File: config.mk
export PLATFORM = sky130hd
export DESIGN_NAME = pwmTone
export DESIGN_NICKNAME = d
export VERILOG_FILES = /design/src/source/buzzerPkg.sv /design/src/source/pwmTone.sv
export VERILOG_INCLUDE_DIRS = /design/src /design/src/include
export SDC_FILE = /design/constraint.sdc
export NUM_CORES = 1
export LEC_CHECK = 0
export BUFFER_PORTS_ARGS = -buffer_cell sky130_fd_sc_hd__buf_2
export CORE_MARGIN = 5
export CORE_UTILIZATION = 30
export CTS_CLUSTER_SIZE = 20
export DETAILED_ROUTE_END_ITERATION = 10
export PLACE_DENSITY = 0.48
export SETUP_SLACK_MARGIN = 0.1
export SYNTH_ARGS = -nofsm -noshare
export SYNTH_HDL_FRONTEND = slang
export SYNTH_SLANG_ARGS = --single-unit
File: constraint.sdc
create_clock -name clk -period 5.1 [get_ports clk]
set_input_delay 1.02 -clock clk [delete_from_list [all_inputs] [get_ports clk]]
set_output_delay 1.02 -clock clk [all_outputs]
set_load 0.02 [all_outputs]
File: src/include/buzzer_cfg.svh
`ifndef BUZZER_CFG_SVH
`define BUZZER_CFG_SVH

// ----------------------------------------------------------
// Bus and memory widths
// ----------------------------------------------------------
`define BUZ_DATA_W      32
`define BUZ_HOST_ADR_W  10
`define BUZ_RAM_ADR_W   8
`define BUZ_RAM_DEPTH   256

// Host address bit 9 set selects the register block
`define BUZ_REG_SEL_BIT 9

// Register offsets in the low two host address bits
`define BUZ_REG_START   2'd0
`define BUZ_REG_LEN     2'd1
`define BUZ_REG_CTRL    2'd2

// Sample format and playback rate
`define BUZ_SAMPLE_W    8
`define BUZ_PWM_PERIOD  256

`endif

File: src/source/buzzerPkg.sv
`include "buzzer_cfg.svh"

package buzzerPkg;

    // One bus or RAM data word
    typedef logic [`BUZ_DATA_W-1:0] data_t;

    // Word address as seen by the host
    typedef logic [`BUZ_HOST_ADR_W-1:0] hostAdr_t;

    // Word address inside the sample RAM, also a word count
    typedef logic [`BUZ_RAM_ADR_W-1:0] ramAdr_t;

    // PWM duty value of one sample
    typedef logic [`BUZ_SAMPLE_W-1:0] sample_t;

    // Playback DMA states
    typedef enum logic [1:0] {
        dmaIdle,
        dmaFetch,
        dmaUnpack
    } dmaState_t;

endpackage

File: src/source/pwmTone.sv
`timescale 1ns/1ns
`include "buzzer_cfg.svh"

module pwmTone (
    input  logic                clk,
    input  logic                RSTn,
    input  buzzerPkg::sample_t  sample,
    input  logic                sampleValid,
    output logic                sampleReady,
    output logic                pwm
);

    buzzerPkg::sample_t  bufData;
    logic                bufValid;
    buzzerPkg::sample_t  duty;
    buzzerPkg::sample_t  cnt;
    logic                running;
    logic                take;
    logic                periodEnd;
    logic                newPeriod;

    assign sampleReady = !bufValid;
    assign take        = sampleValid && sampleReady;
    assign periodEnd   = running && (cnt == buzzerPkg::sample_t'(`BUZ_PWM_PERIOD - 1));
    // Buffered sample first, else one arriving right now
    assign newPeriod   = (!running || periodEnd) && (bufValid || take);
    assign pwm         = running && (cnt < duty);

    // ----------------------------------------------------------
    // Period counter and one-entry buffer
    // ----------------------------------------------------------
    always_ff @(posedge clk or negedge RSTn) begin
        if (!RSTn) begin
            running  <= 1'b0;
            cnt      <= '0;
            bufValid <= 1'b0;
        end else if (newPeriod) begin
            running  <= 1'b1;
            cnt      <= '0;
            bufValid <= 1'b0;
        end else if (periodEnd || !running) begin
            running <= 1'b0;
        end else begin
            cnt <= cnt + 1'b1;
            if (take) begin
                bufValid <= 1'b1;
            end
        end
    end

    always_ff @(posedge clk) begin
        if (newPeriod) begin
            duty <= bufValid ? bufData : sample;
        end
        if (take && !newPeriod) begin
            bufData <= sample;
        end
    end

endmodule

; Word-level counts from Yosys, hierarchy flattened
; Index checks and enable logic that the tools add are counted.
[totals]
reg_bits = 26
inputBits = 11
out_inout_bits = 2
wordCells = 30
[op_classes]
add_sub_neg = 1
n_lt_le_gt_ge = 1
eq_ne = 2
muxes = 8
reduce_logical = 13
[op_table]
columns = op, n
row1 = 2-to-1 mux 8 bit, 3
row2 = "adder 8 x 1 -> 8 bit, second input constant", 1
row3 = "equality test 8 bit, second input constant", 1
row4 = less-than comparator 8 bit, 1
row5 = logical AND 1 bit, 5
row6 = 2-to-1 mux 1 bit, 5
row7 = nonzero test 2 bit, 2
row8 = logical NOT 1 bit, 3
row9 = logical OR 1 bit, 2
row10 = "!= test 2 bit, second input constant", 1
row11 = AND reduction 2 bit, 1

; Longest topological paths before layout
[depth]
word_depth = 6
mapped_depth = 6
depth_no_buf = 5

; Worst setup path before layout
; OpenSTA, ideal clock, no wires.
[synth_timing]
path_kind = flip-flop to output port
start = register cnt[1]
end = output pwm
arrival_ns = 1.446
required_ns = 4.080
path_slack_ns = 2.634
stages_incl_launch_ff = 5
n_path_buf = 0
cell_sequence = dfrtp_1 ha_1 a21o_1 a2111oi_2 o31a_1
[synth_between]
elab_chain_len = 2
[synth_rtl]
columns = element, line
row1 = from (decl), pwmTone.sv:16  ; buzzerPkg::sample_t cnt;
row2 = from (signal assigned), pwmTone.sv:44  ; cnt <= cnt + 1'b1;
row3 = less-than comparator 8 bit, pwmTone.sv:27  ; assign pwm = running && (cnt < duty);
row4 = logical AND 1 bit, pwmTone.sv:27
row5 = to (decl), pwmTone.sv:10  ; output logic pwm
; Every way passes these cells.

; Final worst setup path
; Same ends and word-level chain as after synthesis.

==> results by group <==
Drt
  • Post-route ant nets: 0
  • Initial drt markers: 25
  • Met2 Wirelength: 1.07 mm
  • M1 WL: 1.09 mm
  • Final wirelength: 2.29 mm
  • Top sig layer: met4
  • Routed len/inst: 14.0 um
  • Via count: 826
  • Met3 wire len: 103 um
  • Drt via density: 5.07
  • Drt first pass iters: 4
  • # DRC: 0

Logic synthesis
  • Yosys cell types: 32
  • Top cells by area, synth: edfxtp_1 (37%), dfrtp_1 (20%), ha_1 (7.8%)
  • Leading area contributor after synthesis: edfxtp_1
  • Synth Net Count: 119
  • Synth warn: 0
  • Flop and latch count out of synthesis: 26
  • Gate Count Post-Synth: 100
  • Post-synthesis sequential area ratio: 57.0%
  • Synth Cell Area: 1280 um2
  • Top-area cell type share of the netlist area: 37.5%
  • Post-synth EDFFs: 16
  • Asr flop ratio synth: 38.5%
  • Top FF cell, synth: edfxtp_1
  • Avg Inst Size Synth: 12.8 um2

Placement
  • Gp weighted congestion: 0.771
  • Placed Instances: 159
  • Port bufs: 12
  • Hpwl dp: 1.68 mm

Timing
  • Sum of negative setup slack: 0 ps
  • Final setup vio count: 0
  • Max-slew violations: 0
  • Post-layout min period: 2850 ps
  • Tightest Pin Transition: 736 ps
  • Worst Clk Skew: 10.4 ps
  • Unrepaired setup endpoints after global routing: false
  • Fmax: 0.351 GHz
  • Worst slew margin: 50.7%
  • Final hold vios: 0
  • Fin crit share: 55.9%

Power and ir drop
  • Switch Pwr: 0.0000679 W
  • Clk pwr share: 34.2%
  • Pwr/cell area: 241 nW/um2
  • Lkg Pwr: 0.585 nW
  • Sequential cell fraction of total power: 64.1%
  • Sw frac: 19.6%
  • Internal power: 0.000279 W
  • IR drop worst, VDD: 0.135 mV
  • Combinational power share: 1.7%

Clock network
  • TritonCTS sink count: 26
  • CTS clk-pin slew, worst paths: 100 ps
  • CTS tree: yes
  • H-tree Lvls: 1
  • Worst-Skew Late Latency: 270 ps
  • Root Buffer: clkbuf_8
  • Setup bufs post-CTS: 0
  • Post-CTS Hold Buffers: 0
  • CTS buffer count: 3
  • Clk buf depth: 2
  • Post-CTS Resized: 0

Critical path
  • CP startpoint: cnt[1]$_DFFE_PN0P_
  • Critical Path Max Stage Delay: 430 ps
  • Startpoint types: register
  • R2r startpoint: cnt[0]$_DFFE_PN0P_
  • Crit Path Category: register to primary output
  • Flop-to-flop setup slack: 2640 ps
  • Worst-case reg-to-reg path depth: 4
  • Worst-path maximum fanout: 5
  • CP max-delay cell: dfrtp_1
  • Worst EP arrival: 1830 ps
  • Critical-path cell list: ha_1, a21o_1, a2111oi_2, o31a_1, buf_2
  • Worst Path Required: 4080 ps
  • Worst Setup End Kind: primary output
  • Worst Setup EP: pwm
  • R2R Path End: duty[2]$_DFFE_PP_

Finish
  • Final Non-Filler Cells: 163
  • Fill cells: 423
  • Ant. Diodes: 0
  • Final #Nets: 133
  • Area growth syn-to-layout: 12.1%
  • Layout cells sized above 1: 23.0%

Hold path
  • Hold WC Path Type: register to register
  • Hold Crit Start: bufData[6]$_DFFE_PP_
  • Hold Path Stages: 1

Global route
  • Gr ovfl total: 0
  • Vias in the first global route: 866
  • Gr usage total: 9.48%
  • First-pass GRT wire length: 4.09 mm
  • Initial antenna violation count: 0
  • Largest net degree at the start of global routing: 15

Floorplan
  • Die area: 5680 um2
  • CORE AREA: 4090 um2
  • Placement Rows: 23
  • Starting Density: 31.4%
  • Die height: 75.4 um
  • IO Count: 13
  • Die width: 75.4 um

Status
  • Outcome: finished, final reports clean

Flow run
  • # Max-Cap Violations: 0
-- critical path, delay by kind of cell, from the launching register on --
kind,cells,cell delay (ps)
AOI/OAI and AO/OA,3,680
adders and majority gates,1,290
DFF,1,430
buffers and inverters,1,160
-- cell families after synthesis --
family,synth area share (%)
XOR/XNOR,2.05
buffers and inverters,4.49
AO/OA/AOI/OAI,13.7
AND/OR/NAND/NOR,8.00
multiplexers,7.02
adder cells (fa/ha/maj),7.81
flip-flops,57.0
-- stage by stage --
stage	worst slack [ps]	total power (W)	hold WS (ps)	area (um2)	util (%)
2_1_floorplan	2630	0.000227	518	1280	-
3_3_place_gp	2540	0.000233	534	1390	34.1
3_5_place_dp	2540	0.000234	535	1390	34.1
4_1_cts	2220	0.000352	557	1440	35.2
5_1_grt	2130	0.000362	574	1440	35.2
6_report	2250	0.000347	551	1440	35.2
-- area by class of cell --
type / instances / area (um2) / share of cell area [%]
Tap cell: 50 / 62.6 / 4.35
Multi-Input combinational cell: 60 / 494 / 34.4
Clock buffer: 3 / 41.3 / 2.87
Timing Repair Buffer: 13 / 67.6 / 4.70
Inverter: 10 / 37.5 / 2.61
Sequential cell: 26 / 731 / 50.8
Clock inverter: 1 / 3.75 / 0.261
-- registers in the layout, summed over array words and instances, names as in the netlist --
signal	flops
running	1
bufValid	1
cnt	8
bufData	8
duty	8
-- power by group through the flow --
stage	clock network, W	logic (W)	registers, W
detailed placement	0	0.00000644	0.000227
finish	0.000119	0.00000604	0.000222
global placement	0	0.00000601	0.000227
floorplan	0	0.000000186	0.000227
CTS	0.000123	0.00000645	0.000222
global route	0.000133	0.00000725	0.000223
-- Yosys cell counts, types with 2 or more instances --
| cell | instances |
|---|---|
| nand3_1 | 6 |
| a21o_1 | 3 |
| mux2_2 | 8 |
| xor2_1 | 2 |
| nor2_1 | 2 |
| clkbuf_1 | 2 |
| o21ai_0 | 4 |
| edfxtp_1 | 16 |
| nand2b_1 | 2 |
| nand2_1 | 4 |
| a32o_1 | 5 |
| dfrtp_1 | 10 |
| inv_1 | 10 |
| ha_1 | 8 |
-- routing by layer --
layer | up-vias | GRT usage, %
met3 | 2 | 2.90
met5 | - | 0
met4 | 0 | 3.50
met2 | 15 | 15.3
li1 | 406 | -
met1 | 403 | 11.9
-- worst min path at each step --
stage / end
2_1_floorplan: cnt[0]$_DFFE_PN0P_
6_report: duty[6]$_DFFE_PP_
5_1_grt: duty[7]$_DFFE_PP_
4_1_cts: duty[0]$_DFFE_PP_
3_5_place_dp: duty[1]$_DFFE_PP_
3_3_place_gp: duty[4]$_DFFE_PP_
-- cells in the final DEF (no fill, tap or decap), types with 2 or more instances in the layout --
master    count
xor2_1        2
nor2_1        2
o21ai_0       4
dfrtp_1      10
ha_1          8
buf_2        12
mux2_2        8
nand3_1       6
a32o_1        5
edfxtp_1     16
nand2_1       4
clkbuf_8      3
inv_1        10
a21o_1        3
nand2b_1      2
(Power assumes the default switching activity.)
