<file path="src/include/buzzer_cfg.svh">
`ifndef BUZZER_CFG_SVH
`define BUZZER_CFG_SVH

// ----------------------------------------------------------
// Bus and memory widths
// ----------------------------------------------------------
`define BUZ_DATA_W      32
`define BUZ_HOST_ADR_W  10
`define BUZ_RAM_ADR_W   8
`define BUZ_RAM_DEPTH   256

// Host address bit 9 set selects the register block
`define BUZ_REG_SEL_BIT 9

// Register offsets in the low two host address bits
`define BUZ_REG_START   2'd0
`define BUZ_REG_LEN     2'd1
`define BUZ_REG_CTRL    2'd2

// Sample format and playback rate
`define BUZ_SAMPLE_W    8
`define BUZ_PWM_PERIOD  256

`endif

</file>
<file path="src/source/buzzerPkg.sv">
`include "buzzer_cfg.svh"

package buzzerPkg;

    // One bus or RAM data word
    typedef logic [`BUZ_DATA_W-1:0] data_t;

    // Word address as seen by the host
    typedef logic [`BUZ_HOST_ADR_W-1:0] hostAdr_t;

    // Word address inside the sample RAM, also a word count
    typedef logic [`BUZ_RAM_ADR_W-1:0] ramAdr_t;

    // PWM duty value of one sample
    typedef logic [`BUZ_SAMPLE_W-1:0] sample_t;

    // Playback DMA states
    typedef enum logic [1:0] {
        dmaIdle,
        dmaFetch,
        dmaUnpack
    } dmaState_t;

endpackage

</file>
<file path="src/source/busIfs.sv">
`timescale 1ns/1ns

// ----------------------------------------------------------
// Wishbone classic, one word per cycle
// ----------------------------------------------------------
interface wbBus;
    logic                cyc;
    logic                stb;
    logic                we;
    buzzerPkg::ramAdr_t  adr;
    buzzerPkg::data_t    datW;
    buzzerPkg::data_t    datR;
    logic                ack;

    modport master (
        output cyc,
        output stb,
        output we,
        output adr,
        output datW,
        input  datR,
        input  ack
    );

    modport slave (
        input  cyc,
        input  stb,
        input  we,
        input  adr,
        input  datW,
        output datR,
        output ack
    );
endinterface

// ----------------------------------------------------------
// Playback control from the register block to the DMA
// ----------------------------------------------------------
interface playCtrl;
    buzzerPkg::ramAdr_t  startAdr;
    buzzerPkg::ramAdr_t  length;
    logic                go;
    logic                busy;

    modport source (output startAdr, output length, output go, input busy);
    modport sink (input startAdr, input length, input go, output busy);
endinterface

</file>
<file path="src/source/hostBridge.sv">
`timescale 1ns/1ns
`include "buzzer_cfg.svh"

module hostBridge (
    input  logic                 clk,
    input  logic                 RSTn,
    input  logic                 hostCyc,
    input  logic                 hostStb,
    input  logic                 hostWe,
    input  buzzerPkg::hostAdr_t  hostAdr,
    input  buzzerPkg::data_t     hostDatW,
    output buzzerPkg::data_t     hostDatR,
    output logic                 hostAck,
    wbBus.master                 ram,
    playCtrl.source              ctrl
);

    logic                regSel;
    logic [1:0]          regOff;
    logic                regAccess;
    logic                regAck;
    buzzerPkg::data_t    regDat;
    buzzerPkg::ramAdr_t  startReg;
    buzzerPkg::ramAdr_t  lenReg;
    logic                goReg;

    assign regSel    = hostAdr[`BUZ_REG_SEL_BIT];
    assign regOff    = hostAdr[1:0];
    assign regAccess = hostCyc && hostStb && regSel && !regAck;

    // RAM cycles go straight to the arbiter
    assign ram.cyc  = hostCyc && !regSel;
    assign ram.stb  = hostStb && !regSel;
    assign ram.we   = hostWe;
    assign ram.adr  = hostAdr[`BUZ_RAM_ADR_W-1:0];
    assign ram.datW = hostDatW;

    assign hostAck  = regAck || ram.ack;
    assign hostDatR = regAck ? regDat : ram.datR;

    assign ctrl.startAdr = startReg;
    assign ctrl.length   = lenReg;
    assign ctrl.go       = goReg;

    // ----------------------------------------------------------
    // Register block, one clock to ack
    // ----------------------------------------------------------
    always_ff @(posedge clk or negedge RSTn) begin
        if (!RSTn) begin
            regAck   <= 1'b0;
            goReg    <= 1'b0;
            startReg <= '0;
            lenReg   <= '0;
        end else begin
            regAck <= regAccess;
            // Start bit in the control register gives a single go pulse
            goReg  <= regAccess && hostWe && (regOff == `BUZ_REG_CTRL) && hostDatW[0];
            if (regAccess && hostWe && regOff == `BUZ_REG_START) begin
                startReg <= hostDatW[`BUZ_RAM_ADR_W-1:0];
            end
            if (regAccess && hostWe && regOff == `BUZ_REG_LEN) begin
                lenReg <= hostDatW[`BUZ_RAM_ADR_W-1:0];
            end
        end
    end

    always_ff @(posedge clk) begin
        if (regAccess) begin
            if (regOff == `BUZ_REG_START) begin
                regDat <= buzzerPkg::data_t'(startReg);
            end else if (regOff == `BUZ_REG_LEN) begin
                regDat <= buzzerPkg::data_t'(lenReg);
            end else if (regOff == `BUZ_REG_CTRL) begin
                regDat <= buzzerPkg::data_t'(ctrl.busy);
            end else begin
                regDat <= '0;
            end
        end
    end

endmodule

</file>
<file path="src/flat_wrapper.sv">
// flat-port wrapper written by rule: the top's interface ports become plain ports
module hostBridge_flat 
  (clk, RSTn, hostCyc, hostStb, hostWe, hostAdr, hostDatW, hostDatR, hostAck, ram_cyc, ram_stb, ram_we, ram_adr, ram_datW, ram_datR, ram_ack, ctrl_startAdr, ctrl_length, ctrl_go, ctrl_busy);
  wbBus ram_i ();
  playCtrl ctrl_i ();
  input  logic clk;
  input  logic RSTn;
  input  logic hostCyc;
  input  logic hostStb;
  input  logic hostWe;
  input  buzzerPkg::hostAdr_t hostAdr;
  input  buzzerPkg::data_t hostDatW;
  output buzzerPkg::data_t hostDatR;
  output logic hostAck;
  output wire logic [$bits(ram_i.cyc)-1:0] ram_cyc;
  output wire logic [$bits(ram_i.stb)-1:0] ram_stb;
  output wire logic [$bits(ram_i.we)-1:0] ram_we;
  output wire logic [$bits(ram_i.adr)-1:0] ram_adr;
  output wire logic [$bits(ram_i.datW)-1:0] ram_datW;
  input wire logic [$bits(ram_i.datR)-1:0] ram_datR;
  input wire logic [$bits(ram_i.ack)-1:0] ram_ack;
  output wire logic [$bits(ctrl_i.startAdr)-1:0] ctrl_startAdr;
  output wire logic [$bits(ctrl_i.length)-1:0] ctrl_length;
  output wire logic [$bits(ctrl_i.go)-1:0] ctrl_go;
  input wire logic [$bits(ctrl_i.busy)-1:0] ctrl_busy;
  assign ram_cyc = ram_i.cyc;
  assign ram_stb = ram_i.stb;
  assign ram_we = ram_i.we;
  assign ram_adr = ram_i.adr;
  assign ram_datW = ram_i.datW;
  assign ram_i.datR = ram_datR;
  assign ram_i.ack = ram_ack;
  assign ctrl_startAdr = ctrl_i.startAdr;
  assign ctrl_length = ctrl_i.length;
  assign ctrl_go = ctrl_i.go;
  assign ctrl_i.busy = ctrl_busy;
  hostBridge u_core (.clk(clk), .RSTn(RSTn), .hostCyc(hostCyc), .hostStb(hostStb), .hostWe(hostWe), .hostAdr(hostAdr), .hostDatW(hostDatW), .hostDatR(hostDatR), .hostAck(hostAck), .ram(ram_i), .ctrl(ctrl_i));
endmodule
</file>
<file path="config.mk">
export PLATFORM = sky130hd
export DESIGN_NAME = hostBridge_flat
export DESIGN_NICKNAME = d
export VERILOG_FILES = /design/src/source/buzzerPkg.sv /design/src/source/busIfs.sv /design/src/source/hostBridge.sv /design/src/flat_wrapper.sv
export VERILOG_INCLUDE_DIRS = /design/src /design/src/include
export SDC_FILE = /design/constraint.sdc
export NUM_CORES = 1
export LEC_CHECK = 0
export ABC_AREA = 1
export CAP_MARGIN = 20
export CORE_MARGIN = 5
export CORE_UTILIZATION = 45
export CTS_CLUSTER_DIAMETER = 30
export CTS_CLUSTER_SIZE = 28
export DETAILED_ROUTE_END_ITERATION = 10
export DONT_BUFFER_PORTS = 1
export PLACE_DENSITY = 0.72
export SYNTH_ARGS = -nofsm -noshare
export SYNTH_HDL_FRONTEND = slang
export SYNTH_SLANG_ARGS = --single-unit
</file>
<file path="constraint.sdc">
create_clock -name clk -period 2.3 [get_ports clk]
set_clock_uncertainty 0.15 [all_clocks]
set_input_delay 0.46 -clock clk [delete_from_list [all_inputs] [get_ports clk]]
set_output_delay 0.46 -clock clk [all_outputs]
set_load 0.02 [all_outputs]
</file>
### After elaboration in Yosys (flattened, before gate mapping)

Cells that the tools add are included.
W data, S select, Z words.

| cells by class | value |
|---|---|
| eq/ne operators | 2 |
| muxes and demuxes | 4 |
| reduce and logical (&&, ||, !) cells | 15 |

Operators by type and width:

| kind | count |
|---|---|
| $mux W32 | 1 |
| $mux W8 | 2 |
| $logic_and A1 B1 Y1 | 10 |
| $eq A2 B1 Y1 const B | 1 |
| $eq A2 B2 Y1 const B | 1 |
| $logic_not A1 Y1 | 2 |
| $logic_not A2 Y1 | 1 |
| $reduce_or A2 Y1 | 1 |
| $logic_or A1 B1 Y1 | 1 |
| $mux W1 | 1 |

| word-level totals | value |
|---|---|
| bits in registers | 50 |
| bits of input ports | 81 |

### Depth between registers and ports, before layout

| depth | value |
|---|---|
| depth after elaboration | 6 |
| mapped depth | 8 |
| mapped depth without buffers | 6 |

### Least setup slack after synthesis

No wires, ideal clock.

| path | value |
|---|---|
| path type | reg2out |
| start | register u_core.regAck |
| end | output hostDatR[10] |
| data arrival time | 0.988 ns |
| setup slack | 0.702 ns |
| stages on the path, launching flop included | 4 |
| path buffers | 2 |
| path through | dfrtp_1 > buf_6 > clkbuf_1 > nor2_1 |

| on the way | value |
|---|---|
| word-level cells in the longest chain between the ends | 1 |

Ends and longest elaborated chain:

| element | RTL line | text |
|---|---|---|
| start: declaration | hostBridge.sv:21 | `logic regAck;` |
| start signal: assignment | hostBridge.sv:55 | `regAck <= regAccess;` |
| $mux W32 | hostBridge.sv:39 | `assign hostDatR = regAck ? regDat : ram.datR;` |
| end: declaration | flat_wrapper.sv:13 | `output buzzerPkg::data_t hostDatR;` |

Every way passes these cells.

### Worst setup path in the final report

| path | value |
|---|---|
| start | register u_core.regAck |
| end | output hostDatR[23] |

Same word-level chain as after synthesis.

==> metrics.yaml <==
outcome:
  status: "finished clean"
global_route:
  grt_pass1_vias: 1249
  overflow: 0
  met2_usage_pct: 31.3
  grt_max_degree: 21
  grt_pass1_wl_mm: 6.93
  met3_usage_pct: 6.47
  antenna_found_initial: 0
  met1_usage_pct: 20.2
  grt.total_usage_pct: 17.6
  grt_busiest_layer: "met2"
placed_design:
  dpl.hpwl_mm: 4.08
  placed_area_um2: 1480
  port_buffers: 0
  place.gp.congestion: 0.748
die:
  num_rows: 22
  io_pins: 174
  die_w_um: 72.8
  initial_utilization_pct: 47.4
  coreArea_um2: 3740
  dieArea_um2: 5300
  die_h_um: 72.8
clocking:
  post_cts_buffers: 0
  cts-buffers-inserted: 3
  clock-sinks: 26
  cts_tree: "built"
  path_clk_slew_ns: 0.09
  root_buffer: "clkbuf_8"
  cts_buffer_depth: 2
  insertion_delay_ns: 0.27
  h-tree-depth: 1
min_path:
  hold_end: "u_core.ctrl.go"
  hold_start: "hostWe"
  holdPathStages: 2
  hp-class: "in2reg"
sta:
  rsz0062_at_grt: "no"
  slew_viol_final: 0
  hold_violations: 0
  setup_viol: 0
  worst_slew_margin_rel_pct: 47.2
  period_needed_ns: 2.06
  fmax_ghz: 0.485
  hold_ws_ns: 0.145
  tns_ns: 0
  tightest_slew_ns: 0.789
  fin_crit_sh_pct: 89.6
yosys:
  ys_warn_count: 0
  syn_area_per_cell_um2: 7.89
  ys_seq_elements: 26
  syn_inst: 225
  yosysTopAreaCell: "dfrtp_1"
  synth.area.top_cells: "dfrtp_1 25%, buf_4 18%, edfxtp_1 14%"
  synth_nets: 306
  yosysSeqAreaShare_pct: 38.9
  synth_top_area_share_pct: 25.4
  netlist_area_um2: 1770
  ys_types: 21
finish:
  area_growth_pct: -11.9
  layout.nets: 265
  final_area_um2: 1560
  diodes: 0
  final_common_cell: "nand2_1"
  final_cell_mix: "60 x nand2_1, 27 x nor2_1, 26 x inv_1, 18 x dfrtp_1, 16 x nand4_1"
  layout-drive-gt1-share_pct: 9.29
power:
  ir_drop_mv: 0.455
  pwr_density_cell_nw_per_um2: 788
  p_leak_nw: 0.844
setup_path:
  path_cells: "buf_4 > nor2_1"
  worstPathArrival_ns: 1.45
  cpPeakStageDelay_ns: 0.55
  end_kind: "primary output"
  r2r_cells: 6
  r2r_slack_ns: 0.59
  crit_fanout: 18
  cp_slowest_cell: "dfrtp_1"
  rr_endpoint: "u_core.ctrl.length[4]"
  rr_startpoint: "u_core.regAck"
  start_kind: "register"
  required_ns: 1.69
  worstSetupPathType: "reg2out"
routing:
  vias: 1267
  drt_iter0_drc: 50
  ant_nets: 0
  dr.pass1.iters: 4
  routed_wl_mm: 4.84
  viasPerCell: 5.48
  drc_errors: 0
  detail_route.wl_per_cell_um: 21.0
job:
  max-cap-violations: 0
-- report_power, final --
group / internal (mW) / switching [mW] / total [mW]
clock: 0.233 / 0.141 / 0.374
combinational: 0.0554 / 0.145 / 0.200
sequential: 0.536 / 0.121 / 0.657
total: 0.824 / 0.407 / 1.23
-- worst max path at each step --
stage                        startpoint      endpoint  slack, ns
final                     u_core.regAck  hostDatR[23]       0.24
after floorplan           u_core.regAck  hostDatR[10]       0.70
after CTS                 u_core.regAck  hostDatR[14]       0.21
after global placement    u_core.regAck  hostDatR[30]       0.52
after global routing      u_core.regAck  hostDatR[28]       0.12
after detailed placement  u_core.regAck  hostDatR[14]       0.52
-- kinds of logic (layout without fill, tap and decap cells) --
family / after synthesis / after routing / synth area share (%)
buffers and inverters: 79 / 37 / 27.8
AO/OA/AOI/OAI: 7 / 7 / 3.46
flip-flops: 26 / 26 / 38.9
AND/OR/NAND/NOR: 113 / 113 / 29.8
-- layout make-up --
cell class / instances / area, µm²
Clock buffer: 3 / 41.3
Clock inverter: 1 / 30.0
Fill cell: 407 / 2180
Inverter: 28 / 110
Multi-Input combinational cell: 120 / 591
Sequential cell: 26 / 691
Tap cell: 48 / 60.1
Timing Repair Buffer: 5 / 40.0
-- worst max-delay path, delay by kind of cell, from the launching register on --
family / cells / cell delay (ns)
and+or+nand+nor: 1 / 0.35
buffers and inverters: 1 / 0.28
DFF: 1 / 0.55
-- through the flow --
| step | worst slack [ns] | power [mW] | util [%] | std cells |
|---|---|---|---|---|
| 6_report | 0.239 | 1.23 | 41.7 | 231 |
| 5_1_grt | 0.119 | 1.29 | 41.7 | 231 |
| 4_1_cts | 0.214 | 1.24 | 41.7 | 231 |
| 3_5_place_dp | 0.515 | 0.865 | 39.6 | 226 |
| 3_3_place_gp | 0.518 | 0.858 | 39.6 | 226 |
| 2_1_floorplan | 0.702 | 0.928 | - | 225 |
-- synth_stat cells (all sizes together) --
cell type  count
buf           48
nand3          5
or2            1
dfrtp         18
inv           28
nor2          30
nand4         16
clkbuf         3
nand2         61
a22o           7
edfxtp         8
-- state kept, by name, summed over array words and instances (netlist names) --
signal,cells
u_core.ctrl.startAdr,8
u_core.ctrl.length,8
u_core.ctrl.go,1
u_core.regDat,8
u_core.regAck,1
-- routing by layer --
layer | part of all wire (%) | vias up | wire length [µm]
met3 | 14 | 8 | 697
met4 | 0.97 | 0 | 47
met5 | 0 | - | 0
met2 | 50 | 101 | 2410
met1 | 35 | 585 | 1680
li1 | - | 573 | -
-- repair_timing --
item                                   4_1_cts  5_1_grt
endpoints found under the hold margin       18        0
hold buffers                                 1        0
resized for setup                            0        0
Power figures use the tool's default switching activity.
