===== src/include/buzzer_cfg.svh =====
`ifndef BUZZER_CFG_SVH
`define BUZZER_CFG_SVH

// ----------------------------------------------------------
// Bus and memory widths
// ----------------------------------------------------------
`define BUZ_DATA_W      32
`define BUZ_HOST_ADR_W  10
`define BUZ_RAM_ADR_W   8
`define BUZ_RAM_DEPTH   256

// Host address bit 9 set selects the register block
`define BUZ_REG_SEL_BIT 9

// Register offsets in the low two host address bits
`define BUZ_REG_START   2'd0
`define BUZ_REG_LEN     2'd1
`define BUZ_REG_CTRL    2'd2

// Sample format and playback rate
`define BUZ_SAMPLE_W    8
`define BUZ_PWM_PERIOD  256

`endif


===== src/source/buzzerPkg.sv =====
`include "buzzer_cfg.svh"

package buzzerPkg;

    // One bus or RAM data word
    typedef logic [`BUZ_DATA_W-1:0] data_t;

    // Word address as seen by the host
    typedef logic [`BUZ_HOST_ADR_W-1:0] hostAdr_t;

    // Word address inside the sample RAM, also a word count
    typedef logic [`BUZ_RAM_ADR_W-1:0] ramAdr_t;

    // PWM duty value of one sample
    typedef logic [`BUZ_SAMPLE_W-1:0] sample_t;

    // Playback DMA states
    typedef enum logic [1:0] {
        dmaIdle,
        dmaFetch,
        dmaUnpack
    } dmaState_t;

endpackage


===== src/source/busIfs.sv =====
`timescale 1ns/1ns

// ----------------------------------------------------------
// Wishbone classic, one word per cycle
// ----------------------------------------------------------
interface wbBus;
    logic                cyc;
    logic                stb;
    logic                we;
    buzzerPkg::ramAdr_t  adr;
    buzzerPkg::data_t    datW;
    buzzerPkg::data_t    datR;
    logic                ack;

    modport master (
        output cyc,
        output stb,
        output we,
        output adr,
        output datW,
        input  datR,
        input  ack
    );

    modport slave (
        input  cyc,
        input  stb,
        input  we,
        input  adr,
        input  datW,
        output datR,
        output ack
    );
endinterface



===== src/source/busArbiter.sv =====
`timescale 1ns/1ns

module busArbiter (
    input  logic  clk,
    input  logic  RSTn,
    wbBus.slave   hostM,
    wbBus.slave   dmaM,
    wbBus.master  ram
);

    // Grant register, set means the DMA owns the RAM
    logic ownerDma;
    logic locked;
    // Winner of the last completed cycle
    logic lastDma;
    logic holding;
    logic selDma;

    // Grant held as long as the owner keeps cyc up
    assign holding = locked && (ownerDma ? dmaM.cyc : hostM.cyc);

    always_comb begin
        if (holding) begin
            selDma = ownerDma;
        end else if (hostM.cyc && dmaM.cyc) begin
            // Both asking, the one that lost last time wins
            selDma = !lastDma;
        end else begin
            selDma = dmaM.cyc;
        end
    end

    // ----------------------------------------------------------
    // Request routing and return steering
    // ----------------------------------------------------------
    assign ram.cyc  = selDma ? dmaM.cyc  : hostM.cyc;
    assign ram.stb  = selDma ? dmaM.stb  : hostM.stb;
    assign ram.we   = selDma ? dmaM.we   : hostM.we;
    assign ram.adr  = selDma ? dmaM.adr  : hostM.adr;
    assign ram.datW = selDma ? dmaM.datW : hostM.datW;

    assign hostM.ack  = ram.ack && !selDma;
    assign dmaM.ack   = ram.ack && selDma;
    assign hostM.datR = selDma ? '0 : ram.datR;
    assign dmaM.datR  = selDma ? ram.datR : '0;

    always_ff @(posedge clk or negedge RSTn) begin
        if (!RSTn) begin
            locked   <= 1'b0;
            ownerDma <= 1'b0;
            lastDma  <= 1'b0;
        end else begin
            locked   <= ram.cyc;
            ownerDma <= selDma;
            if (ram.ack) begin
                lastDma <= selDma;
            end
        end
    end

endmodule


===== src/flat_wrapper.sv =====
// flat-port wrapper written by rule: the top's interface ports become plain ports
module busArbiter_flat 
  (clk, RSTn, hostM_cyc, hostM_stb, hostM_we, hostM_adr, hostM_datW, hostM_datR, hostM_ack, dmaM_cyc, dmaM_stb, dmaM_we, dmaM_adr, dmaM_datW, dmaM_datR, dmaM_ack, ram_cyc, ram_stb, ram_we, ram_adr, ram_datW, ram_datR, ram_ack);
  wbBus hostM_i ();
  wbBus dmaM_i ();
  wbBus ram_i ();
  input  logic clk;
  input  logic RSTn;
  input wire logic [$bits(hostM_i.cyc)-1:0] hostM_cyc;
  input wire logic [$bits(hostM_i.stb)-1:0] hostM_stb;
  input wire logic [$bits(hostM_i.we)-1:0] hostM_we;
  input wire logic [$bits(hostM_i.adr)-1:0] hostM_adr;
  input wire logic [$bits(hostM_i.datW)-1:0] hostM_datW;
  output wire logic [$bits(hostM_i.datR)-1:0] hostM_datR;
  output wire logic [$bits(hostM_i.ack)-1:0] hostM_ack;
  input wire logic [$bits(dmaM_i.cyc)-1:0] dmaM_cyc;
  input wire logic [$bits(dmaM_i.stb)-1:0] dmaM_stb;
  input wire logic [$bits(dmaM_i.we)-1:0] dmaM_we;
  input wire logic [$bits(dmaM_i.adr)-1:0] dmaM_adr;
  input wire logic [$bits(dmaM_i.datW)-1:0] dmaM_datW;
  output wire logic [$bits(dmaM_i.datR)-1:0] dmaM_datR;
  output wire logic [$bits(dmaM_i.ack)-1:0] dmaM_ack;
  output wire logic [$bits(ram_i.cyc)-1:0] ram_cyc;
  output wire logic [$bits(ram_i.stb)-1:0] ram_stb;
  output wire logic [$bits(ram_i.we)-1:0] ram_we;
  output wire logic [$bits(ram_i.adr)-1:0] ram_adr;
  output wire logic [$bits(ram_i.datW)-1:0] ram_datW;
  input wire logic [$bits(ram_i.datR)-1:0] ram_datR;
  input wire logic [$bits(ram_i.ack)-1:0] ram_ack;
  assign hostM_i.cyc = hostM_cyc;
  assign hostM_i.stb = hostM_stb;
  assign hostM_i.we = hostM_we;
  assign hostM_i.adr = hostM_adr;
  assign hostM_i.datW = hostM_datW;
  assign hostM_datR = hostM_i.datR;
  assign hostM_ack = hostM_i.ack;
  assign dmaM_i.cyc = dmaM_cyc;
  assign dmaM_i.stb = dmaM_stb;
  assign dmaM_i.we = dmaM_we;
  assign dmaM_i.adr = dmaM_adr;
  assign dmaM_i.datW = dmaM_datW;
  assign dmaM_datR = dmaM_i.datR;
  assign dmaM_ack = dmaM_i.ack;
  assign ram_cyc = ram_i.cyc;
  assign ram_stb = ram_i.stb;
  assign ram_we = ram_i.we;
  assign ram_adr = ram_i.adr;
  assign ram_datW = ram_i.datW;
  assign ram_i.datR = ram_datR;
  assign ram_i.ack = ram_ack;
  busArbiter u_core (.clk(clk), .RSTn(RSTn), .hostM(hostM_i), .dmaM(dmaM_i), .ram(ram_i));
endmodule

===== config.mk =====
export PLATFORM = sky130hd
export DESIGN_NAME = busArbiter_flat
export DESIGN_NICKNAME = d
export VERILOG_FILES = /design/src/source/buzzerPkg.sv /design/src/source/busIfs.sv /design/src/source/busArbiter.sv /design/src/flat_wrapper.sv
export VERILOG_INCLUDE_DIRS = /design/src /design/src/include
export SDC_FILE = /design/constraint.sdc
export NUM_CORES = 1
export LEC_CHECK = 0
export ABC_AREA = 1
export BUFFER_PORTS_ARGS = -buffer_cell sky130_fd_sc_hd__buf_2
export CELL_PAD_IN_SITES_DETAIL_PLACEMENT = 0
export CELL_PAD_IN_SITES_GLOBAL_PLACEMENT = 1
export CORE_MARGIN = 3
export CORE_UTILIZATION = 12
export CTS_CLUSTER_DIAMETER = 60
export DETAILED_ROUTE_END_ITERATION = 8
export GPL_ROUTABILITY_DRIVEN = 0
export GPL_TIMING_DRIVEN = 0
export PLACE_DENSITY = 0.84
export SYNTH_ARGS = -nofsm -noshare
export SYNTH_HDL_FRONTEND = slang
export SYNTH_SLANG_ARGS = --single-unit

===== constraint.sdc =====
create_clock -name clk -period 1.4 [get_ports clk]
set_input_delay 0.21 -clock clk [delete_from_list [all_inputs] [get_ports clk]]
set_output_delay 0.21 -clock clk [all_outputs]
set_load 0.05 [all_outputs]

* Word-level counts from Yosys, hierarchy flattened
Cells that the tools add are included.
** Word-level totals
- Register bits after elaboration :: 3
- Input port bits :: 121
- Logic and storage cells :: 19
** Cells by class
- Muxes and demuxes :: 10
- Reduce and logical (&&, ||, !) cells :: 6
** Operators by type and width (number)
- 32-bit two-way mux :: 3
- 8-bit two-way mux :: 1
- 1-bit two-way mux :: 6
- 1-bit logical AND :: 4
- 1-bit logical NOT :: 2

* Logic depth before layout (Yosys ltp)
- Word-level depth :: 5
- Mapped depth :: 8

* Least setup slack after synthesis
No wires, ideal clock.
- Kind :: register to output
- Start point :: register u_core.lastDma
- End point :: output port dmaM_datR[10]
- Arrival time :: 1.550 ns
- Required time :: 1.190 ns
- Path slack :: -0.360 ns
- Stages on the path, launching flop included :: 8
- Cell sequence :: dfrtp_1 > inv_1 > nand2_2 > nand3_4 > nand2_2 > buf_6 > buf_6 > nor2_1
** Between the ends
- Word-level cells in the longest chain between the ends :: 4
** RTL lines
- from (decl) :: RTL line busArbiter.sv:15 : logic lastDma;
- from (signal assigned) :: RTL line busArbiter.sv:56 : lastDma <= selDma;
- 1-bit logical NOT :: RTL line busArbiter.sv:27 : selDma = !lastDma;
- 1-bit two-way mux :: RTL line busArbiter.sv:25 : end else if (hostM.cyc && dmaM.cyc) begin
- 1-bit two-way mux :: RTL line busArbiter.sv:23 : if (holding) begin
- 32-bit two-way mux :: RTL line busArbiter.sv:45 : assign dmaM.datR = selDma ? ram.datR : '0;
- to (decl) :: RTL line flat_wrapper.sv:21 : output wire logic [$bits(dmaM_i.datR)-1:0] dmaM_datR;
Every way passes these cells.

* Final worst setup path
- Start point :: register u_core.locked
- End point :: output port ram_datW[5]
** Between the ends
- Word-level cells in the longest chain between the ends :: 3
** RTL lines
- from (decl) :: RTL line busArbiter.sv:13 : logic locked;
- from (signal assigned) :: RTL line busArbiter.sv:53 : locked <= ram.cyc;
- 1-bit logical AND :: RTL line busArbiter.sv:20 : assign holding = locked && (ownerDma ? dmaM.cyc : hostM.cyc);
- 1-bit two-way mux :: RTL line busArbiter.sv:23
- 32-bit two-way mux :: RTL line busArbiter.sv:40 : assign ram.datW = selDma ? dmaM.datW : hostM.datW;
- to (decl) :: RTL line flat_wrapper.sv:27 : output wire logic [$bits(ram_i.datW)-1:0] ram_datW;
Every way passes these cells.

==> metrics.md <==
| Metric | Value |
|---|---|
| DP Wirelength | `6122 um` |
| TritonCTS Sinks | `3` |
| Worst Clk Skew | `0.001405 ns` |
| Worst EP required | `1.19 ns` |
| Clock Latency Late Sink | `0.22 ns` |
| Layout Utilization | `44.74%` |
| Core ar. | `9371 sq um` |
| Share of the synthesized area in the top cell type | `27.88%` |
| Synth area leader | `nand2_1` |
| Post-synthesis cell type count | `13` |
| Clk buf depth | `2` |
| Worst Setup Start Kind | `register` |
| Slew margin rel. | `63.24%` |
| Syn Nets | `380` |
| EDFF count, synth | `0` |
| IO buf count | `228` |
| Clock slew at reported path FFs | `0.03 ns` |
| Final worst path period share | `127.1%` |
| Cell Pwr Density | `693.1 nW/um^2` |
| Num ports | `230` |
| Largest net degree at the start of global routing | `11` |
| Worst Path Max Fanout | `10` |
| Cell Count, Final, Fillers Out | `628` |
| Ranking of synthesized cells by area | `nand2_1, nor2_1, nand3_1` |
| Avg Cell Area, Syn | `4.522 sq um` |
| Async SR Flop Fraction | `100.0%` |
| N_diodes | `0` |
| Yosys warns | `0` |
| Dpl cells | `616` |
| Hold path startpoint | `hostM_cyc` |
| Starting Density | `12.50%` |
| CP Data Arrival Time | `1.57 ns` |
| Outcome | `finished with violations` |
| Setup Viol. Count Final | `108` |
| Routed wire per std cell | `12.80 um` |
| Setup slack after layout | `-0.3797 ns` |
| Synthesis-stage register bit count | `3` |
| Worst hold path class | `input pin to register` |
| Layout Nets | `621` |
| Failing checks | `negative setup slack` |
| DRC | `0` |
| Cell count after synthesis | `259` |
| Via count | `2,532` |
| DR pass1 iterations | `4` |
| CTS root buffer | `clkbuf_8` |
| Worst r2r path cells | `6` |
| Die Area | `10,980 sq um` |
| Initial antenna violation count | `0` |
| R2R Setup Slk | `0.28 ns` |
| FF-to-FF Start | `u_core.locked` |
| Peak VDD IR | `0.2701 mV` |
| Final hold violations | `0` |
| Share of layout cells above drive strength 1 | `75.75%` |
| Final slew viol count | `0` |
| Reg-to-reg endpoint | `u_core.ownerDma` |
| Vert. Die Dim | `104.8 um` |
| Period minus WS final | `1.780 ns` |
| Crit path capture type | `output pin` |
| Routed WL | `8038 um` |
| Worst hold slack | `0.2523 ns` |
| Initial DRC count | `80` |
| H-tree depth | `1` |
| RSZ-0062 raised after global routing | `true` |
| Total track usage | `12.99%` |
| GRT overflow | `0` |
| Pleak | `2.209 nW` |
| Setup TNS | `-33.83 ns` |
| Synthesis-to-finish area growth | `258.0%` |
| CTS Buf Count | `3` |
| Rows | `35` |
| Total power | `2.906 mW` |
| Drt via density | `4.032` |
| Chip width | `104.8 um` |
| Min-Delay Path Depth | `2` |
| Post-synth top cells | `nand2_1, nor2_1, nand3_1` |
| Routed Antenna Nets | `0` |
| Final instance area | `4193 sq um` |
| Hold endpoint | `u_core.locked` |
| Crit Path Class | `register to output pin` |
| First-pass GRT wire length | `11,960 um` |
| Max-Cap Viols | `0` |
| CTS tree | `built` |
| Placed cell area | `3088 sq um` |
| Mapped Area | `1171 sq um` |
| Measured slew at the worst slew-check pin | `0.5514 ns` |
| Ys flop type | `dfrtp_1` |
| Maximum clock rate | `561.9 MHz` |
| Register area share after synthesis | `6.410%` |
| Most numerous cell in the Yosys netlist | `nand2_1` |
| Setup WS pre-CTS | `-0.4113 ns` |
| Vias in the first global route | `2,488` |
## registers in the layout (all words and copies together) (netlist names)
name	count
u_core.lastDma	1
u_core.locked	1
u_core.ownerDma	1
## where the power goes
group / internal, mW / switching, mW / total, mW
registers: 0.0939 / 0.00264 / 0.0965
logic: 0.982 / 1.57 / 2.56
clock network: 0.194 / 0.0591 / 0.253
total: 1.27 / 1.64 / 2.91
## routing by layer
metal	share of wire, %	wire (um)	global-route usage [%]	vias to the layer above
met2	57	4567	26.31	128
met3	7.4	593	1.915	6
met1	35	2799	13.75	1149
met4	0.97	78	3.187	0
li1	-	-	-	1249
met5	0	0	0	-
## cell type report
| class | count | area [sq um] |
|---|---|---|
| repair buffers | 236 | 2004 |
| plain buffers | 20 | 265.3 |
| fillers | 933 | 5179 |
| flip-flops and latches | 3 | 75.07 |
| clock buffers | 4 | 45.04 |
| inverters | 37 | 141.4 |
| well taps | 129 | 161.4 |
| multi-input cells | 199 | 1500 |
## repair_timing
item                                    4_1_cts  5_1_grt
setup buffers                                 4        2
hold buffers                                  1        0
pin swaps                                     3        3
endpoints found under the hold margin         3        0
gates cloned                                  0        1
endpoints found under the setup margin      108      108
resized for setup                           237       60
## how the worst max path moves through the flow
| stage | startpoint | endpoint | slack [ns] | depth (start not counted) |
|---|---|---|---|---|
| 2_1_floorplan | u_core.locked | hostM_ack | -0.17 | 5 |
| 3_3_place_gp | u_core.lastDma | ram_datW[26] | -0.37 | 7 |
| 3_5_place_dp | u_core.lastDma | ram_datW[17] | -0.41 | 7 |
| 4_1_cts | u_core.locked | ram_datW[8] | -0.40 | 8 |
| 5_1_grt | u_core.locked | ram_datW[8] | -0.47 | 8 |
| 6_report | u_core.locked | ram_datW[5] | -0.38 | 8 |
## worst max-delay path, cell delays in order, from the launching register on
cell	delay, ns
dfrtp_1	0.37
nand2_1	0.11
nand3_4	0.13
nand2_4	0.12
buf_12	0.17
buf_8	0.14
nand2_1	0.10
nand2_4	0.07
buf_8	0.14
## layout by cell type (no fill, tap or decap)
cell type / netlist / final
clkbuf_1: 6 / 4
inv_1: 36 / 35
clkbuf_16: 0 / 1
nand3_2: 0 / 5
nand3_1: 43 / 36
or2_2: 1 / 1
clkbuf_4: 0 / 1
clkbuf_8: 0 / 3
nand2_2: 2 / 17
dfrtp_1: 3 / 3
nor2_2: 0 / 26
buf_8: 0 / 54
nand2_4: 0 / 31
buf_2: 6 / 121
nor2_4: 0 / 39
buf_6: 7 / 34
nand2_1: 87 / 41
buf_4: 0 / 31
inv_4: 0 / 1
inv_2: 1 / 1
nand3_4: 1 / 3
buf_1: 1 / 1
buf_12: 0 / 9
dlygate4sd3_1: 0 / 1
## logic make-up (layout without fill, tap and decap cells)
| logic type | after synthesis | count (layout) | share of synthesized area [%] |
|---|---|---|---|
| AND/OR/NAND/NOR | 199 | 199 | 70.19 |
| flip-flops | 3 | 3 | 6.410 |
| buffers and inverters | 57 | 297 | 23.40 |
No activity file was read; power rests on OpenSTA's default activity.
