<file path="src/include/buzzer_cfg.svh">
`ifndef BUZZER_CFG_SVH
`define BUZZER_CFG_SVH

// ----------------------------------------------------------
// Bus and memory widths
// ----------------------------------------------------------
`define BUZ_DATA_W      32
`define BUZ_HOST_ADR_W  10
`define BUZ_RAM_ADR_W   8
`define BUZ_RAM_DEPTH   256

// Host address bit 9 set selects the register block
`define BUZ_REG_SEL_BIT 9

// Register offsets in the low two host address bits
`define BUZ_REG_START   2'd0
`define BUZ_REG_LEN     2'd1
`define BUZ_REG_CTRL    2'd2

// Sample format and playback rate
`define BUZ_SAMPLE_W    8
`define BUZ_PWM_PERIOD  256

`endif

</file>
<file path="src/source/buzzerPkg.sv">
`include "buzzer_cfg.svh"

package buzzerPkg;

    // One bus or RAM data word
    typedef logic [`BUZ_DATA_W-1:0] data_t;

    // Word address as seen by the host
    typedef logic [`BUZ_HOST_ADR_W-1:0] hostAdr_t;

    // Word address inside the sample RAM, also a word count
    typedef logic [`BUZ_RAM_ADR_W-1:0] ramAdr_t;

    // PWM duty value of one sample
    typedef logic [`BUZ_SAMPLE_W-1:0] sample_t;

    // Playback DMA states
    typedef enum logic [1:0] {
        dmaIdle,
        dmaFetch,
        dmaUnpack
    } dmaState_t;

endpackage

</file>
<file path="src/source/busIfs.sv">
`timescale 1ns/1ns

// ----------------------------------------------------------
// Wishbone classic, one word per cycle
// ----------------------------------------------------------
interface wbBus;
    logic                cyc;
    logic                stb;
    logic                we;
    buzzerPkg::ramAdr_t  adr;
    buzzerPkg::data_t    datW;
    buzzerPkg::data_t    datR;
    logic                ack;

    modport master (
        output cyc,
        output stb,
        output we,
        output adr,
        output datW,
        input  datR,
        input  ack
    );

    modport slave (
        input  cyc,
        input  stb,
        input  we,
        input  adr,
        input  datW,
        output datR,
        output ack
    );
endinterface

// ----------------------------------------------------------
// Playback control from the register block to the DMA
// ----------------------------------------------------------
interface playCtrl;
    buzzerPkg::ramAdr_t  startAdr;
    buzzerPkg::ramAdr_t  length;
    logic                go;
    logic                busy;

    modport source (output startAdr, output length, output go, input busy);
    modport sink (input startAdr, input length, input go, output busy);
endinterface

</file>
<file path="src/source/playbackDma.sv">
`timescale 1ns/1ns
`include "buzzer_cfg.svh"

module playbackDma (
    input  logic                clk,
    input  logic                RSTn,
    playCtrl.sink               ctrl,
    wbBus.master                mem,
    output buzzerPkg::sample_t  sample,
    output logic                sampleValid,
    input  logic                sampleReady
);

    buzzerPkg::dmaState_t  state;
    buzzerPkg::ramAdr_t    curAdr;
    // Words still to fetch after the one in hand
    buzzerPkg::ramAdr_t    wordsLeft;
    buzzerPkg::data_t      word;
    logic [1:0]            byteIdx;
    logic                  take;

    assign take        = sampleValid && sampleReady;
    assign sampleValid = (state == buzzerPkg::dmaUnpack);
    // Low byte first, the word shifts down after each hand-off
    assign sample      = buzzerPkg::sample_t'(word);
    assign ctrl.busy   = (state != buzzerPkg::dmaIdle);

    // Read-only master
    assign mem.cyc  = (state == buzzerPkg::dmaFetch);
    assign mem.stb  = (state == buzzerPkg::dmaFetch);
    assign mem.we   = 1'b0;
    assign mem.adr  = curAdr;
    assign mem.datW = '0;

    // ----------------------------------------------------------
    // Fetch and unpack FSM
    // ----------------------------------------------------------
    always_ff @(posedge clk or negedge RSTn) begin
        if (!RSTn) begin
            state     <= buzzerPkg::dmaIdle;
            curAdr    <= '0;
            wordsLeft <= '0;
            byteIdx   <= '0;
        end else begin
            case (state)
                buzzerPkg::dmaIdle: begin
                    // go while busy never reaches here
                    if (ctrl.go && ctrl.length != '0) begin
                        curAdr    <= ctrl.startAdr;
                        wordsLeft <= ctrl.length;
                        state     <= buzzerPkg::dmaFetch;
                    end
                end
                buzzerPkg::dmaFetch: begin
                    if (mem.ack) begin
                        curAdr    <= curAdr + 1'b1;
                        wordsLeft <= wordsLeft - 1'b1;
                        byteIdx   <= '0;
                        state     <= buzzerPkg::dmaUnpack;
                    end
                end
                buzzerPkg::dmaUnpack: begin
                    if (take) begin
                        byteIdx <= byteIdx + 1'b1;
                        // Next word goes out while the tone generator plays
                        if (byteIdx == 2'd3) begin
                            state <= (wordsLeft == '0) ? buzzerPkg::dmaIdle
                                                       : buzzerPkg::dmaFetch;
                        end
                    end
                end
                default: state <= buzzerPkg::dmaIdle;
            endcase
        end
    end

    always_ff @(posedge clk) begin
        if (state == buzzerPkg::dmaFetch && mem.ack) begin
            word <= mem.datR;
        end else if (take) begin
            word <= word >> `BUZ_SAMPLE_W;
        end
    end

endmodule

</file>
<file path="src/flat_wrapper.sv">
// flat-port wrapper written by rule: the top's interface ports become plain ports
module playbackDma_flat 
  (clk, RSTn, sample, sampleValid, sampleReady, ctrl_startAdr, ctrl_length, ctrl_go, ctrl_busy, mem_cyc, mem_stb, mem_we, mem_adr, mem_datW, mem_datR, mem_ack);
  playCtrl ctrl_i ();
  wbBus mem_i ();
  input  logic clk;
  input  logic RSTn;
  output buzzerPkg::sample_t sample;
  output logic sampleValid;
  input  logic sampleReady;
  input wire logic [$bits(ctrl_i.startAdr)-1:0] ctrl_startAdr;
  input wire logic [$bits(ctrl_i.length)-1:0] ctrl_length;
  input wire logic [$bits(ctrl_i.go)-1:0] ctrl_go;
  output wire logic [$bits(ctrl_i.busy)-1:0] ctrl_busy;
  output wire logic [$bits(mem_i.cyc)-1:0] mem_cyc;
  output wire logic [$bits(mem_i.stb)-1:0] mem_stb;
  output wire logic [$bits(mem_i.we)-1:0] mem_we;
  output wire logic [$bits(mem_i.adr)-1:0] mem_adr;
  output wire logic [$bits(mem_i.datW)-1:0] mem_datW;
  input wire logic [$bits(mem_i.datR)-1:0] mem_datR;
  input wire logic [$bits(mem_i.ack)-1:0] mem_ack;
  assign ctrl_i.startAdr = ctrl_startAdr;
  assign ctrl_i.length = ctrl_length;
  assign ctrl_i.go = ctrl_go;
  assign ctrl_busy = ctrl_i.busy;
  assign mem_cyc = mem_i.cyc;
  assign mem_stb = mem_i.stb;
  assign mem_we = mem_i.we;
  assign mem_adr = mem_i.adr;
  assign mem_datW = mem_i.datW;
  assign mem_i.datR = mem_datR;
  assign mem_i.ack = mem_ack;
  playbackDma u_core (.clk(clk), .RSTn(RSTn), .ctrl(ctrl_i), .mem(mem_i), .sample(sample), .sampleValid(sampleValid), .sampleReady(sampleReady));
endmodule
</file>
<file path="config.mk">
export PLATFORM = sky130hd
export DESIGN_NAME = playbackDma_flat
export DESIGN_NICKNAME = d
export VERILOG_FILES = /design/src/source/buzzerPkg.sv /design/src/source/busIfs.sv /design/src/source/playbackDma.sv /design/src/flat_wrapper.sv
export VERILOG_INCLUDE_DIRS = /design/src /design/src/include
export SDC_FILE = /design/constraint.sdc
export NUM_CORES = 1
export LEC_CHECK = 0
export ABC_AREA = 1
export BUFFER_PORTS_ARGS = -buffer_cell sky130_fd_sc_hd__buf_2
export CORE_MARGIN = 2
export CORE_UTILIZATION = 45
export CTS_BUF_LIST = sky130_fd_sc_hd__clkbuf_2
export DETAILED_ROUTE_END_ITERATION = 8
export HOLD_SLACK_MARGIN = 0.1
export PLACE_DENSITY = 0.85
export SLEW_MARGIN = 15
export SYNTH_ARGS = -nofsm -noshare
export SYNTH_HDL_FRONTEND = slang
export SYNTH_SLANG_ARGS = --single-unit
</file>
<file path="constraint.sdc">
create_clock -name clk -period 2.4 [get_ports clk]
set_clock_uncertainty 0.15 [all_clocks]
set_input_delay 0.36 -clock clk [delete_from_list [all_inputs] [get_ports clk]]
set_output_delay 0.36 -clock clk [all_outputs]
set_load 0.02 [all_outputs]
</file>
# [Word level (Yosys, flattened, before mapping)]
# Index checks and enable logic that the tools add are counted.
# W data, S select, Z words.
[word_totals] reg_bits=52 input_bits=53 elab_cells=45
[classes] n_addsub=3 n_eq_ne=7 n_mux=17 n_reduce_logical=13
[ops] cell="$mux W32" count=2
[ops] cell="$mux W8" count=4
[ops] cell="$pmux W8 S2" count=2
[ops] cell="$mux W2" count=6
[ops] cell="$add A8 B1 Y8 const B" count=1
[ops] cell="$logic_not A8 Y1" count=1
[ops] cell="$reduce_bool A2 Y1" count=4
[ops] cell="$reduce_bool A8 Y1" count=1
[ops] cell="$sub A8 B1 Y8 const B" count=1
[ops] cell="$pmux W2 S3" count=1
[ops] cell="$reduce_and A3 Y1" count=2
[ops] cell="$eq A2 B2 Y1 const B" count=2
[ops] cell="$ne A2 B1 Y1 const B" count=2
[ops] cell="$ne A2 B2 Y1 const B" count=2
[ops] cell="$pmux W2 S2" count=1
[ops] cell="$reduce_and A4 Y1" count=1
[ops] cell="$logic_and A1 B1 Y1" count=3
[ops] cell="$add A2 B1 Y2 const B" count=1
[ops] cell="$eq A2 B1 Y1 const B" count=1
[ops] cell="$logic_not A2 Y1" count=1
[ops] cell="$mux W1" count=1

# [Longest topological paths before layout]
[depth] ltp_word=5 mapped_depth=9 ltp_nobuf=9

# [Worst setup path after synthesis]
# No wires, ideal clock.
[synth_path] kind="register -> register" startpoint="reg u_core.state[1]" endpoint="reg u_core.word[0], enable pin" setup_ps=390 arrival_ps=1753 required_time_ps=1860 slack_ps=107 stages_incl_launch_ff=5 path_buffers=0 period_less_slack_ps=2293 path_cell_list="dfrtp_1 > inv_1 > nor2_1 > nand2_1 > nand2_1"
[synth_via] elab_chain_len=3 elab_cells_between_ends=5
[synth_lines] element="from (decl)" line_no="playbackDma.sv:14" source="buzzerPkg::dmaState_t state;"
[synth_lines] element="from (signal assigned)" line_no="playbackDma.sv:40" source="state <= buzzerPkg::dmaIdle;"
[synth_lines] element="from (signal assigned)" line_no="playbackDma.sv:51" source="state <= buzzerPkg::dmaFetch;"
[synth_lines] element="from (signal assigned)" line_no="playbackDma.sv:59" source="state <= buzzerPkg::dmaUnpack;"
[synth_lines] element="$eq A2 B2 Y1" line_no="playbackDma.sv:23" source="assign sampleValid = (state == buzzerPkg::dmaUnpack);"
[synth_lines] element="net sampleValid" line_no="flat_wrapper.sv:9" source="output logic sampleValid;"
[synth_lines] element="$logic_and A1 B1 Y1" line_no="playbackDma.sv:22" source="assign take = sampleValid && sampleReady;"
[synth_lines] element="$reduce_bool A2 Y1 (no line)"
[synth_lines] element="to (signal assigned)" line_no="playbackDma.sv:79" source="word <= mem.datR;"
[synth_lines] element="to (signal assigned)" line_no="playbackDma.sv:81" source="word <= word >> `BUZ_SAMPLE_W;"
[synth_lines] element="to (decl)" line_no="playbackDma.sv:18" source="buzzerPkg::data_t word;"
# The timed path passes the listed nets, and every way through them passes these cells.
# A chain may end at the register's enable or synchronous reset.

# [Worst setup path after layout]
[layout_path] startpoint="reg u_core.state[1]" endpoint="out mem_stb"
[layout_via] elab_chain_len=1
[layout_lines] element="$eq A2 B1 Y1" line_no="playbackDma.sv:30" source="assign mem.stb = (state == buzzerPkg::dmaFetch);"
[layout_lines] element="to (decl)" line_no="flat_wrapper.sv:16" source="output wire logic [$bits(mem_i.stb)-1:0] mem_stb;"
# No other way between the ends.

==> flow_metrics.env <==
export IMPL_antenna_cells=0
export IMPL_hold_class="input pin to register"
export IMPL_path_cells="nor2_4, buf_4, buf_2"
export IMPL_hold_slack_ns=0.121
export IMPL_fin_crit_sh=0.879
export IMPL_syn_area_um2=3110
export IMPL_vias=2528
export IMPL_io_pins=106
export IMPL_crit_slowest_cell="dfrtp_1"
export IMPL_area_growth_pct=24.8
export IMPL_synthArstFlopShare=0.385
export IMPL_peakVddDrop_mv=0.461
export IMPL_synth_distinct_cells=27
export IMPL_ys_seq_area_frac=0.470
export IMPL_drive_above_1_share=0.256
export IMPL_ant_nets=0
export IMPL_clk_pin_slew_ns=0.29
export IMPL_synth_simple_area_share=0.187
export IMPL_synth_mux_area_fraction=0.109
export IMPL_synthCells=333
export IMPL_num_rows=30
export IMPL_synth_edf_count=32
export IMPL_gp_congestion=0.871
export IMPL_leakage_uw=0.00198
export IMPL_fin_tns_setup_ns=0
export IMPL_fmax_mhz=474
export IMPL_cts_made_buffers=5
export IMPL_drt_iter0_markers=134
export IMPL_worstPathRequired_ns=1.89
export IMPL_design_area_um2=3880
export IMPL_wl_mm=6.66
export IMPL_grt_total_usage=0.169
export IMPL_place_port_buffers=72
export IMPL_critPathKind="register to output port"
export IMPL_synth_area_leader_cell="edfxtp_1"
export IMPL_synth_fa_ha_area_frac=0.0161
export IMPL_final_common_cell="nand2_1"
export IMPL_synth_ff_type="edfxtp_1"
export IMPL_cp_max_fo=20
export IMPL_first_pass_iters=5
export IMPL_final_cell_mix="nand2_1 (86), buf_2 (72), dlygate4sd3_1 (49)"
export IMPL_worstSetupStartpointType="register"
export IMPL_dieArea_um2=7590
export IMPL_die_h_um=87.1
export IMPL_endpoint_kind="output port"
export IMPL_antenna_found_initial=0
export IMPL_cts_tree="built"
export IMPL_post_cts_buffers=0
export IMPL_synth_area_leaders="edfxtp_1 (31%), dfrtp_1 (16%), buf_4 (11%)"
export IMPL_post_drt_wl_per_cell_um=12.6
export IMPL_drc=0
export IMPL_vias_per_cell=4.78
export IMPL_synth_xor_area_frac=0
export IMPL_place_inst=472
export IMPL_grt_pass1_vias=2317
export IMPL_grt_max_degree=34
export IMPL_syn_avg_cell_area_um2=9.33
export IMPL_maxCapViolations=0
export IMPL_ys_seq_elements=52
export IMPL_status="finished clean"
export IMPL_die_w_um=87.1
export IMPL_overflow=0
export IMPL_synth_top_family_by_area="simple AND/OR/NAND/NOR gates"
export IMPL_cts_root_buf="clkbuf_2"
export IMPL_clockBufferDepth=2
export IMPL_period_needed_ns=2.11
export IMPL_grt_pass1_wl_mm=10.1
export IMPL_arrival_ns=1.60
export IMPL_drv_slew=0
export IMPL_cts_sinks=52
export IMPL_worstSkewPairLatency_ns=0.44
export IMPL_start_util=0.460
export IMPL_cts_max_level=2
export IMPL_instances_no_fill=529
export IMPL_core_area_um2=6760
export IMPL_hpwlAfterDp_mm=4.28
export IMPL_yosys_warnings=0
export IMPL_hold_viol_final=0
export IMPL_placed_area_um2=3340
export IMPL_crit_path_max_incr_delay_ns=0.50
export IMPL_nNetsFinal=505
export IMPL_yosysTopAreaCellShare=0.309
export IMPL_synth_compound_area_frac=0.0435
export IMPL_pwr_density_cell_nw_per_um2=1010
export IMPL_total_power_uw=3910
export IMPL_rsz0062_at_grt="no"
export IMPL_setup_violations=0
per-stage QoR:
| step | utilization | setup slack (ns) |
|---|---|---|
| floorplan | - | 0.107 |
| global placement | 0.494 | 0.643 |
| detailed placement | 0.494 | 0.606 |
| CTS | 0.574 | 0.273 |
| global route | 0.574 | 0.217 |
| finish | 0.574 | 0.292 |
per-layer routing:
metal  vias up  share of wire  global-route usage
li1       1228              -                   -
met1      1160           0.39               0.202
met2       120           0.51               0.299
met3        20          0.064              0.0284
met4         0          0.028              0.0713
met5         -              0                   0
cell usage after synthesis, types with 3 or more instances:
master and instances:
ha_1 4, buf_6 3, mux2_4 18, nor2_1 24, edfxtp_1 32, nand3_1 23, nand2_1 86, inv_1 36
mux2_2 6, buf_4 44, nand4_1 3, o21ai_0 20, dfrtp_1 20
cells by family (layout without fill, tap and decap cells):
kind of cell / Yosys count / after routing
buf+inv: 89 / 173
compound gates: 23 / 23
mux: 24 / 24
fa+ha+maj: 4 / 4
other cells: 1 / 33
simple gates: 140 / 140
flops: 52 / 52
worst max-delay path, delay by kind of cell (launching register included):
| family | cells | cell delay (ns) |
|---|---|---|
| buffers and inverters | 2 | 0.50 |
| flip-flops | 1 | 0.50 |
| AND/OR/NAND/NOR | 1 | 0.15 |
sequential cells by signal, summed over array words and instances (netlist names):
name and count:
u_core.wordsLeft 8, u_core.mem.adr 8, u_core.state 2, u_core.byteIdx 2, u_core.word 32
where the power goes:
part	leakage [uW]	total (uW)	internal, uW	switching (uW)
registers	0.000552	1610	1380	227
logic	0.00140	1920	745	1170
clock network	0.0000271	378	78.6	299
area by class of cell:
type	count	area, um^2
clock inverters	3	26.3
flip-flops and latches	52	1460
clock buffers	5	25.0
well taps	80	100
inverters	39	151
multi-input cells	224	1230
fillers	560	2880
repair buffers	126	888
final timing paths:
kind,depth (start not counted),endpoint,from,slack (ns)
worst max-delay path,3,mem_stb,u_core.state[1]$_DFFE_PN0P_,0.29
worst min-delay path,5,u_core.wordsLeft[0]$_DFFE_PN0P_,ctrl_length[0],0.12
worst max register to register,5,u_core.word[21]$_DFFE_PP_,u_core.state[1]$_DFFE_PN0P_,0.54
worst min register to register,1,u_core.byteIdx[0]$_DFFE_PN0P_,u_core.byteIdx[0]$_DFFE_PN0P_,0.40
max in group asynchronous,2,u_core.wordsLeft[6]$_DFFE_PN0P_,RSTn,1.58
min in group asynchronous,2,u_core.wordsLeft[4]$_DFFE_PN0P_,RSTn,0.21
timing repair:
item	4_1_cts	5_1_grt
resized for setup	0	0
hold endpoints to repair	69	0
hold buffers	49	0
(Power assumes the default switching activity.)
